$ cat config.mk
export PLATFORM = sky130hd
export DESIGN_NAME = mrx
export DESIGN_NICKNAME = d
export VERILOG_FILES = /design/src/hdl/mrx_pkg.sv /design/src/hdl/mrx_io.sv /design/src/hdl/mrx_ser2par.sv /design/src/hdl/mrx_protocol.sv /design/src/hdl/mrx_fifo.sv /design/src/hdl/mrx_unpack.sv /design/src/hdl/mrx.sv
export SDC_FILE = /design/constraint.sdc
export NUM_CORES = 1
export LEC_CHECK = 0
export ABC_AREA = 1
export BUFFER_PORTS_ARGS = -buffer_cell sky130_fd_sc_hd__buf_2
export CAP_MARGIN = 30
export CORE_AREA = 2 2 231 233
export CTS_CLUSTER_DIAMETER = 30
export DETAILED_ROUTE_END_ITERATION = 8
export DIE_AREA = 0 0 233 235
export PLACE_DENSITY = 0.75
export SYNTH_ARGS = -nofsm -noshare
export SYNTH_HDL_FRONTEND = slang
export SYNTH_SLANG_ARGS = --single-unit
$ cat constraint.sdc
create_clock -name rx_clk -period 6.2 [get_ports rx_clk]
set_input_delay 1.24 -clock rx_clk [delete_from_list [all_inputs] [get_ports rx_clk]]
set_output_delay 1.24 -clock rx_clk [all_outputs]
set_load 0.1 [all_outputs]
$ cat src/hdl/mrx_pkg.sv
package mrx_pkg;

   //############################
   // packet layout
   //############################

   localparam int PW = 104;            // packet width, sum of packet fields

   // access size, 1/2/4/8 bytes
   typedef enum logic [1:0] {
      size_byte   = 2'd0,
      size_half   = 2'd1,
      size_word   = 2'd2,
      size_double = 2'd3
   } mrx_size_t;

   // opcode carried in the top packet bit
   typedef enum logic {
      cmd_read  = 1'b0,
      cmd_write = 1'b1
   } mrx_cmd_t;

   // wide packet, msb first
   typedef struct packed {
      mrx_cmd_t    write;              // read/write select
      mrx_size_t   datamode;           // access size
      logic [4:0]  ctrlmode;           // opaque control bits
      logic [31:0] dstaddr;
      logic [31:0] data;
      logic [31:0] srcaddr;            // return address for reads
   } mrx_packet_t;

   // framing fsm
   typedef enum logic {
      mrx_idle = 1'b0,
      mrx_busy = 1'b1
   } mrx_state_t;

   // decoded transaction handed to the user
   typedef struct packed {
      mrx_cmd_t    cmd;
      mrx_size_t   size;
      logic [4:0]  ctrlmode;
      logic [31:0] dstaddr;
      logic [31:0] data;
      logic [31:0] srcaddr;
      logic [7:0]  bytemask;           // lanes touched within the doubleword
      logic        align_err;          // dstaddr not size aligned
   } mrx_txn_t;

endpackage

$ cat src/hdl/mrx_io.sv
`timescale 1ns/1ps

// pin sampling, one flop on access and two on the beat bus
module mrx_io #(
   parameter int NMIO = 8              // half the beat width
) (
   input  logic              rx_clk,
   input  logic              nreset,
   input  logic              io_access,   // framing level from pins
   input  logic [2*NMIO-1:0] io_packet,   // raw beat bus
   output logic              access,      // sampled framing level
   output logic [2*NMIO-1:0] beat         // beat, lined up with shift cycle
);

   logic [2*NMIO-1:0] beat_q;          // first sample of the beat bus

   //############################
   // access level
   //############################

   always_ff @(posedge rx_clk or negedge nreset) begin
      if (!nreset) begin
         access <= 1'b0;
      end else begin
         access <= io_access;
      end
   end

   //############################
   // beat path
   //############################

   // extra stage covers the idle to busy step in the framer
   always_ff @(posedge rx_clk) begin
      beat_q <= io_packet;             // pin sample
      beat   <= beat_q;                // aligned with first busy cycle
   end

endmodule

$ cat src/hdl/mrx_ser2par.sv
`timescale 1ns/1ps

// beat wide shifter, holds the last PW bits shifted in
module mrx_ser2par #(
   parameter int NMIO = 8
) (
   input  logic                   rx_clk,
   input  logic                   shift,     // one beat per busy cycle
   input  logic                   lsbfirst,
   input  logic [2*NMIO-1:0]      din,
   output logic [mrx_pkg::PW-1:0] dout
);

   import mrx_pkg::*;

   localparam int SW = 2*NMIO;         // beat width

   //############################
   // shifter
   //############################

   // payload only, no reset
   always_ff @(posedge rx_clk) begin
      if (shift) begin
         if (lsbfirst) begin
            // move down, new beat enters at the top
            dout <= {din, dout[PW-1:SW]};
         end else begin
            // move up, new beat enters at the bottom
            dout <= {dout[PW-SW-1:0], din};
         end
      end
   end

   // first beats of a packet fall off the far end
   // when datasize*SW exceeds PW, so only the
   // tail of the stream survives

endmodule

$ cat src/hdl/mrx_protocol.sv
`timescale 1ns/1ps

// framing of the beat stream into packets
module mrx_protocol #(
   parameter int NMIO = 8
) (
   input  logic                 rx_clk,
   input  logic                 nreset,
   input  logic [7:0]           datasize,    // beats per packet
   input  logic                 lsbfirst,    // shift order
   input  logic                 access,      // sampled framing level
   input  logic [2*NMIO-1:0]    beat,
   output logic                 fifo_access, // one cycle write strobe
   output mrx_pkg::mrx_packet_t fifo_packet
);

   import mrx_pkg::*;

   localparam int CW = $clog2(2*PW/NMIO); // transfer count width

   mrx_state_t      state;
   logic [CW-1:0]   count;             // beats left in this packet
   logic            shift;
   logic            transfer_done;
   logic [PW-1:0]   shift_data;        // raw shifter contents

   //############################
   // state machine
   //############################

   // idle to busy on access high, back to idle on access low
   always_ff @(posedge rx_clk or negedge nreset) begin
      if (!nreset) begin
         state <= mrx_idle;
      end else begin
         state <= access ? mrx_busy : mrx_idle;
      end
   end

   // beat counter, reload while idle and at each packet end
   always_ff @(posedge rx_clk or negedge nreset) begin
      if (!nreset) begin
         count <= '0;
      end else if ((state == mrx_idle) || transfer_done) begin
         count <= datasize[CW-1:0];
      end else begin
         count <= count - 1'b1;        // busy, one beat per cycle
      end
   end

   assign shift         = (state == mrx_busy);
   assign transfer_done = (state == mrx_busy) && (count == CW'(1)); // last beat shifting

   // strobe lines up with the last beat landing in the shifter
   always_ff @(posedge rx_clk or negedge nreset) begin
      if (!nreset) begin
         fifo_access <= 1'b0;
      end else begin
         fifo_access <= transfer_done;
      end
   end

   //############################
   // shift register
   //############################

   mrx_ser2par #(
      .NMIO (NMIO)
   ) i_ser2par (
      .rx_clk   (rx_clk),
      .shift    (shift),
      .lsbfirst (lsbfirst),
      .din      (beat),
      .dout     (shift_data)
   );

   assign fifo_packet = mrx_packet_t'(shift_data); // view as packet fields

endmodule

$ cat src/hdl/mrx_fifo.sv
`timescale 1ns/1ps

// packet queue with registered read port
module mrx_fifo #(
   parameter int FIFO_DEPTH = 4        // entries, power of two
) (
   input  logic                 rx_clk,
   input  logic                 nreset,
   input  logic                 wr,        // write strobe, never refused
   input  mrx_pkg::mrx_packet_t wr_packet,
   input  logic                 rd,        // pop request
   output logic                 q_valid,   // head valid pulse
   output mrx_pkg::mrx_packet_t q_packet,
   output logic                 empty,
   output logic                 overflow   // sticky until reset
);

   import mrx_pkg::*;

   localparam int AW = $clog2(FIFO_DEPTH); // index width

   mrx_packet_t mem [0:FIFO_DEPTH-1];
   logic [AW:0] wr_ptr;                // extra msb tells full from empty
   logic [AW:0] rd_ptr;
   logic        full;
   logic        wr_en;
   logic        rd_en;

   //############################
   // status
   //############################

   assign empty = (wr_ptr == rd_ptr);
   assign full  = (wr_ptr[AW] != rd_ptr[AW]) &&
                  (wr_ptr[AW-1:0] == rd_ptr[AW-1:0]);

   assign wr_en = wr && !full;         // full write is dropped
   assign rd_en = rd && !empty;        // rd while empty ignored

   //############################
   // pointers and flags
   //############################

   always_ff @(posedge rx_clk or negedge nreset) begin
      if (!nreset) begin
         wr_ptr   <= '0;
         rd_ptr   <= '0;
         q_valid  <= 1'b0;
         overflow <= 1'b0;
      end else begin
         if (wr_en) begin
            wr_ptr <= wr_ptr + 1'b1;
         end
         if (rd_en) begin
            rd_ptr <= rd_ptr + 1'b1;
         end
         q_valid <= rd_en;             // head shows up next cycle
         if (wr && full) begin
            overflow <= 1'b1;          // lost packet
         end
      end
   end

   //############################
   // storage
   //############################

   always_ff @(posedge rx_clk) begin
      if (wr_en) begin
         mem[wr_ptr[AW-1:0]] <= wr_packet;
      end
      if (rd_en) begin
         q_packet <= mem[rd_ptr[AW-1:0]]; // registered read port
      end
   end

endmodule

$ cat src/hdl/mrx_unpack.sv
`timescale 1ns/1ps

// packet to transaction decode, one register stage
module mrx_unpack (
   input  logic                 rx_clk,
   input  logic                 nreset,
   input  logic                 q_valid,
   input  mrx_pkg::mrx_packet_t q_packet,
   output logic                 txn_valid,
   output mrx_pkg::mrx_txn_t    txn
);

   import mrx_pkg::*;

   logic [7:0] lane_blk;               // 2^size ones, unshifted
   logic       misalign;
   mrx_txn_t   txn_d;

   //############################
   // decode
   //############################

   always_comb begin
      case (q_packet.datamode)
         size_byte: begin
            lane_blk = 8'h01;
            misalign = 1'b0;           // bytes always aligned
         end
         size_half: begin
            lane_blk = 8'h03;
            misalign = q_packet.dstaddr[0];
         end
         size_word: begin
            lane_blk = 8'h0f;
            misalign = |q_packet.dstaddr[1:0];
         end
         default: begin
            lane_blk = 8'hff;          // doubleword
            misalign = |q_packet.dstaddr[2:0];
         end
      endcase
   end

   always_comb begin
      txn_d.cmd       = q_packet.write;
      txn_d.size      = q_packet.datamode;
      txn_d.ctrlmode  = q_packet.ctrlmode;
      txn_d.dstaddr   = q_packet.dstaddr;
      txn_d.data      = q_packet.data;
      txn_d.srcaddr   = q_packet.srcaddr;
      txn_d.bytemask  = lane_blk << q_packet.dstaddr[2:0]; // upper lanes fall off
      txn_d.align_err = misalign;
   end

   //############################
   // output register
   //############################

   always_ff @(posedge rx_clk or negedge nreset) begin
      if (!nreset) begin
         txn_valid <= 1'b0;
      end else begin
         txn_valid <= q_valid;
      end
   end

   always_ff @(posedge rx_clk) begin
      if (q_valid) begin
         txn <= txn_d;                 // held until next pop
      end
   end

endmodule

$ cat src/hdl/mrx.sv
`timescale 1ns/1ps

// receive path top, pins to decoded transactions
module mrx #(
   parameter int NMIO       = 8,       // half the beat width
   parameter int FIFO_DEPTH = 4        // packet queue entries
) (
   input  logic              rx_clk,
   input  logic              nreset,
   input  logic [7:0]        datasize,  // beats per packet
   input  logic              lsbfirst,
   input  logic              io_access, // framing level
   input  logic [2*NMIO-1:0] io_packet,
   input  logic              rd,        // pop strobe
   output logic              txn_valid,
   output mrx_pkg::mrx_txn_t txn,
   output logic              empty,
   output logic              overflow
);

   import mrx_pkg::*;

   logic              access;          // sampled framing level
   logic [2*NMIO-1:0] beat;            // aligned beat
   logic              fifo_access;
   mrx_packet_t       fifo_packet;     // assembled packet
   logic              q_valid;
   mrx_packet_t       q_packet;        // popped head

   //############################
   // front end
   //############################

   mrx_io #(
      .NMIO (NMIO)
   ) i_io (
      .rx_clk    (rx_clk),
      .nreset    (nreset),
      .io_access (io_access),
      .io_packet (io_packet),
      .access    (access),
      .beat      (beat)
   );

   mrx_protocol #(
      .NMIO (NMIO)
   ) i_protocol (
      .rx_clk      (rx_clk),
      .nreset      (nreset),
      .datasize    (datasize),
      .lsbfirst    (lsbfirst),
      .access      (access),
      .beat        (beat),
      .fifo_access (fifo_access),
      .fifo_packet (fifo_packet)
   );

   //############################
   // queue and decode
   //############################

   mrx_fifo #(
      .FIFO_DEPTH (FIFO_DEPTH)
   ) i_fifo (
      .rx_clk    (rx_clk),
      .nreset    (nreset),
      .wr        (fifo_access),
      .wr_packet (fifo_packet),
      .rd        (rd),
      .q_valid   (q_valid),
      .q_packet  (q_packet),
      .empty     (empty),
      .overflow  (overflow)
   );

   mrx_unpack i_unpack (
      .rx_clk    (rx_clk),
      .nreset    (nreset),
      .q_valid   (q_valid),
      .q_packet  (q_packet),
      .txn_valid (txn_valid),
      .txn       (txn)
   );

endmodule

==> metrics, run 1 <==
clock root buffer master=clkbuf_16; register share of total power=0.388; r2r worst-path depth=6; count of final setup violators=0; Internal Power=12.3 mW; Total Neg Setup Slack=0 ns; die area=54800 sq um; shortest clock period the worst path allows after layout=3.97 ns; initial standard-cell utilization of the core=0.533; gp weighted congestion=between 0.8 and 0.9; maximum clock skew at final layout=0.0216 ns; result of the run=completed; vias in the first global route=between 15000 and 20000; maximum clock insertion buffer count=3; post-detailed-placement half-perimeter wirelength=32.2 mm; Area after DPL=29200 sq um; crit path kind=flip-flop to output port; Avg Synthesized Cell Area=15.8 sq um; CTS H-tree lvls=3; number of warning messages in the yosys log=0; vias=15500; Sink Count=786; DRC violation count after routing=0; Period Utilization, post-route=0.641; combinational power share=0.256; total length of routed met3 wires=4.97 mm; Worst slew margin=0.363; routed wire length=56.8 mm; final net count=1981; total power=19.2 mW; Max Clk Rate=roughly 250 MHz; count of instances resized after the clock tree is built=0; antenna-violating nets left=0; Inserted Diodes=0; share of the yosys chip area belonging to registers=0.834; Final Cell Area=33400 sq um; proportion of power drawn by the clock network=0.356; fraction of layout instances using a drive strength above 1=0.187; Post-Route M1 WL=between 20 and 25 mm; most used flip-flop cell after synthesis=edfxtp_1; total global-route track usage=0.207; total of max-cap violations=0; reported net switching power=6.89 mW; Critical Path Sink Type=output port; Final Hold Vio Count=0; layout-stage area growth over the synthesis result=20.2%; vias per cell=5.65; number of iterations in the first detailed-routing pass=6; post-synthesis sequential element count=786; total grt overflow=0; cts-stage hold buffer count=0; first-pass GRT wire length=85.7 mm; clock buffers created by TritonCTS=116; actual slew at the worst max-slew pin=0.955 ns; class of the tightest hold or removal check=flip-flop to flip-flop; cell leakage power=11.8 nW; highest metal layer with signal wires=met4; Avg WL per Cell=roughly 21 um; cell area power density=575 nW/um^2; I/O pin total=145; crit-path max FO=slightly above 90; unrepaired setup endpoints after global routing=no; CTS tree=done; post-synthesis net count=1792; Post-Route Hold Slack=0.325 ns; total length of routed met2 wires=between 20 and 30 mm; number of flops mapped to enable cells by yosys=737; total setup buffers inserted after CTS=0; number of buffers inserted by port buffering=141; number of instances in the synthesized netlist=1756; switching part of the total power=0.358; placeable core area=between 50000 and 60000 sq um; height of the die=~240 um; number of DRC violations after detailed-routing iteration 0=around 1800; number of rows created at floorplan=84; required time reported for the critical path endpoint=4.96 ns; clock transition at the registers of the reported paths=0.05 ns; pin count of the biggest net entering global routing=120; CP startpoint kind=flip-flop; Syn Std Cell Area=~28000 sq um; pins over their slew limit=0; clock network latency to the later pin of the worst-skew pair=0.65 ns; arrival time of data at the critical path endpoint=2.73 ns; maximum VDD drop=between 0.3 and 0.4 mV; FFs w/ async S/R, synth=0.0216; antenna violations before repair=0; count of different cell masters after synthesis=25; Die W=233 um; number of cells traversed by the worst hold path=0
state kept, by name, summed over array words and instances, names as in the netlist:
signal                     count
i_fifo.rd_ptr                  3
i_unpack.txn_valid             1
i_unpack.txn                 113
i_protocol.fifo_access         1
i_io.access                    1
i_fifo.q_packet              104
i_protocol.shift               1
i_fifo.q_valid                 1
i_io.beat_q                   16
i_fifo.mem                   416
i_protocol.count               5
i_fifo.overflow                1
i_fifo.wr_ptr                  3
i_io.beat                     16
i_protocol.i_ser2par.dout    104
critical path: stages (launching register included):
cell     delay, ns
dfrtp_4       0.49
inv_4         0.64
nand2_1       0.11
nand2_1       0.13
nand3_1       0.17
inv_1         0.12
buf_2         0.43
cell usage after synthesis, drive strengths merged (4+ instances only):
cell,n,area share
mux2,10,0.0040
edfxtp,737,0.80
dfxtp,32,0.023
a21oi,52,0.0094
xor2,4,0.0013
nand3,9,0.0016
buf,49,0.012
inv,68,0.0092
o21ai,264,0.047
ha,7,0.0031
nand2,86,0.012
dfrtp,17,0.015
clkbuf,43,0.0058
nor2,269,0.036
o22ai,104,0.023
per-layer routing:
metal / up-vias / GRT usage
met2: 819 / 0.337
met4: 0 / 0.0776
met1: 7615 / 0.278
met5: - / 0
met3: 97 / 0.0430
li1: 6929 / -
metrics by stage:
step           cells   util  setup WS (ns)
2_1_floorplan   1756      -          0.296
3_3_place_gp    2510  0.557           2.90
3_5_place_dp    2512  0.559           2.87
4_1_cts         2732  0.639           2.17
5_1_grt         2735  0.640           2.06
6_report        2735  0.640           2.23
cells in the final DEF, fill, tap and decap left out, types with 2 or more instances in the layout:
| master | Yosys | final |
|---|---|---|
| a21oi_1 | 52 | 52 |
| buf_12 | 0 | 3 |
| buf_16 | 0 | 5 |
| buf_2 | 31 | 140 |
| buf_4 | 3 | 15 |
| bufinv_16 | 0 | 23 |
| clkbuf_1 | 43 | 10 |
| clkbuf_16 | 0 | 118 |
| clkinv_1 | 0 | 12 |
| clkinv_2 | 0 | 16 |
| clkinv_4 | 0 | 9 |
| clkinv_8 | 0 | 3 |
| clkinvlp_4 | 0 | 8 |
| dfrtp_1 | 17 | 13 |
| dfrtp_4 | 0 | 3 |
| dfxtp_1 | 32 | 32 |
| edfxtp_1 | 737 | 737 |
| ha_1 | 7 | 7 |
| inv_1 | 66 | 64 |
| inv_4 | 0 | 3 |
| inv_6 | 0 | 18 |
| inv_8 | 0 | 3 |
| mux2_2 | 10 | 10 |
| nand2_1 | 86 | 86 |
| nand3_1 | 9 | 9 |
| nor2_1 | 269 | 266 |
| nor2_4 | 0 | 3 |
| o21ai_0 | 249 | 249 |
| o21ai_1 | 15 | 15 |
| o22ai_1 | 104 | 104 |
| xnor2_1 | 2 | 2 |
| xor2_1 | 4 | 4 |
power by group through the flow:
stage	Combinational (mW)	Sequential, mW	Clock [mW]
global placement	4.73	7.53	0
finish	4.92	7.46	6.86
global route	5.21	7.55	7.16
floorplan	1.54	9.87	0
CTS	4.89	7.47	6.92
detailed placement	4.85	7.56	0
kinds of logic after synthesis:
kind of cell,count (synthesis),share of synthesized area
mux,10,0.00405
simple gates,365,0.0498
flops,786,0.834
buf+inv,160,0.0268
compound gates,422,0.0808
xor+xnor,6,0.00189
fa+ha+maj,7,0.00315
path summary, 6_finish.rpt:
kind / startpoint / end / slack, ns
max in group asynchronous: nreset / i_fifo.rd_ptr[0] / 5.35
max: i_fifo.rd_ptr[0] / empty / 2.23
min: i_io.beat_q[13] / i_io.beat[13] / 0.32
min in group asynchronous: nreset / i_fifo.wr_ptr[2] / 0.52
max reg2reg: i_fifo.rd_ptr[1] / i_fifo.mem[1][45] / 2.97
min reg2reg: i_io.beat_q[13] / i_io.beat[13] / 0.32
layout make-up:
cell class,instances,area [sq um]
inverters,68,268
flip-flops and latches,786,23200
clock buffers,129,3000
multi-input cells,810,3910
well taps,688,861
clock inverters,91,1190
repair buffers,163,1010
fillers,3400,18800
Power figures use the tool's default switching activity.
==> run 2: changes to the inputs <==
--- a/config.mk
+++ b/config.mk
@@ -8,11 +8,11 @@
 export ABC_AREA = 1
 export BUFFER_PORTS_ARGS = -buffer_cell sky130_fd_sc_hd__buf_2
 export CAP_MARGIN = 30
-export CORE_AREA = 2 2 231 233
+export CORE_AREA = 2 2 223 225
 export CTS_CLUSTER_DIAMETER = 30
 export DETAILED_ROUTE_END_ITERATION = 8
-export DIE_AREA = 0 0 233 235
-export PLACE_DENSITY = 0.75
+export DIE_AREA = 0 0 225 227
+export PLACE_DENSITY = 0.76
 export SYNTH_ARGS = -nofsm -noshare
 export SYNTH_HDL_FRONTEND = slang
 export SYNTH_SLANG_ARGS = --single-unit
==> constraint.sdc (replaced) <==
create_clock -name rx_clk -period 4.05 [get_ports rx_clk]
set_input_delay 0.81 -clock rx_clk [delete_from_list [all_inputs] [get_ports rx_clk]]
set_output_delay 0.81 -clock rx_clk [all_outputs]
set_load 0.1 [all_outputs]
==> metrics, run 2 (synthesis gave the netlist of run 1 again) <==
Avg WL per Cell=21.8 um; count of final setup violators=0; most common library cell in the layout ignoring fill and taps=edfxtp_1; cts-stage hold buffer count=0; CP startpoint kind=flip-flop; CTS tree=done; maximum clock skew at final layout=0.0358 ns; gp weighted congestion=0.855; Period Utilization, post-route=0.836; clock buffers created by TritonCTS=131; number of iterations in the first detailed-routing pass=6; required time reported for the critical path endpoint=3.24 ns; max reg flops=roughly 420; cell-by-cell listing of the critical path=inv_4 -> nand2_1 -> nand2_1 -> nand3_1 -> inv_1 -> buf_2; pin count of the biggest net entering global routing=about 110; number of rows created at floorplan=around 80; Max Clk Rate=295 MHz; height of the die=227 um; Die W=around 230 um; Total Neg Setup Slack=0 ns; number of DRC violations after detailed-routing iteration 0=2029; total power=between 20 and 30 mW; crit-path max FO=39; CTS H-tree lvls=4; crit path kind=flip-flop to output port; I/O pin total=145; library cell contributing the largest single delay on the critical path=dfrtp_4; class of the tightest hold or removal check=primary input to async pin; clock root buffer master=clkbuf_16; DRC violation count after routing=0; maximum VDD drop=0.684 mV; Sink Count=between 700 and 800; die area=51100 sq um; vias=15500; arrival time of data at the critical path endpoint=roughly 2.6 ns; Critical Path Sink Type=output port; first-pass GRT wire length=slightly below 90 mm; antenna violations before repair=1; Final Hold Vio Count=0; maximum clock insertion buffer count=3; post-detailed-placement half-perimeter wirelength=32.1 mm; most used cells in the layout excluding fill and tap cells=edfxtp_1 (737), nor2_1 (266), o21ai_0 (249); total of max-cap violations=0; initial standard-cell utilization of the core=0.573; pins over their slew limit=0; launching point of the worst reg2reg path=i_fifo.rd_ptr[0]; cell leakage power=11.9 nW; Post-Route Hold Slack=~0.059 ns; vias per cell=about 5.8; r2r worst-path depth=7; vias in the first global route=15200; number of buffers inserted by port buffering=141; final net count=1997; fraction of layout instances using a drive strength above 1=0.188; r2r setup slk=approximately 0.92 ns; setup slack of the critical path after layout=0.664 ns; worst slack at placement=just over 0.9 ns; Crit Reg-Reg Endpoint=i_fifo.q_packet[91]; result of the run=completed; Worst slew margin=0.386; routed wire length=58.5 mm; clock network latency to the later pin of the worst-skew pair=0.70 ns; total setup buffers inserted after CTS=0; total global-route track usage=0.235; placeable core area=48500 sq um; CP peak stage delay=0.61 ns; count of instances resized after the clock tree is built=0; clock transition at the registers of the reported paths=approximately 0.04 ns; cell area power density=890 nW/um^2; layout-stage area growth over the synthesis result=20.7%; shortest clock period the worst path allows after layout=3.39 ns; unrepaired setup endpoints after global routing=no; dominant cell type by count on the critical path=nand2_1; Final Util=0.692; actual slew at the worst max-slew pin=about 0.92 ns; total grt overflow=0; antenna-violating nets left=0
## run 2: cell count changes in the layout (fill, tap and decap cells not counted), moves of 5 or more
cell / before / now
clkinvlp_4: 8 / 14
clkbuf_16: 118 / 137
bufinv_16: 23 / 18
clkbuf_1: 10 / 18
inv_6: 18 / 8
## run 2: final cells by class
cell class	instances	area (sq um)
diodes	1	2.50
clock buffers	156	3510
clock inverters	78	940
fillers	2884	14900
inverters	68	265
multi-input cells	810	3910
flip-flops and latches	786	23200
well taps	622	778
repair buffers	164	983
## run 2: worst max path at each step
stage	startpoint	end	slack, ns	depth (start not counted)
final	i_fifo.rd_ptr[0]	empty	0.66	6
after global routing	i_fifo.rd_ptr[0]	empty	0.49	6
after CTS	i_fifo.rd_ptr[0]	empty	0.63	6
after detailed placement	i_fifo.rd_ptr[0]	i_fifo.q_packet[1]	0.91	7
after global placement	i_fifo.rd_ptr[0]	i_fifo.q_packet[7]	1.04	7
after floorplan	i_fifo.rd_ptr[0]	i_fifo.mem[0][0]	-0.13	7
## run 2: per-layer routing
metal / up-vias / global-route usage / share of wire / routed length, um
met5: - / 0 / 0 / 0
met3: 131 / 0.0660 / 0.084 / 4890
met2: 773 / 0.368 / 0.49 / 28800
met1: 7599 / 0.310 / 0.39 / 23000
met4: 0 / 0.106 / 0.032 / 1860
li1: 6955 / - / - / -
## run 2: metrics by stage
stage | cell area [sq um] | std cells
global placement | 29100 | 2448
global route | 33600 | 2684
finish | 33600 | 2685
detailed placement | 29100 | 2449
floorplan | 27800 | 1756
CTS | 33600 | 2683
## run 2: power by group
group	leakage [nW]	internal, mW	switching (mW)	total, mW
sequential	7.33	10.8	0.666	11.5
combinational	2.44	1.20	6.22	7.42
clock	2.13	7.33	3.70	11.0
total	11.9	19.3	10.6	29.9
## run 2: worst max-delay path, delay by kind of cell, from the launching register on
family	cells	cell delay (ns)
buffers and inverters	3	0.92
DFF	1	0.61
and+or+nand+nor	3	0.37
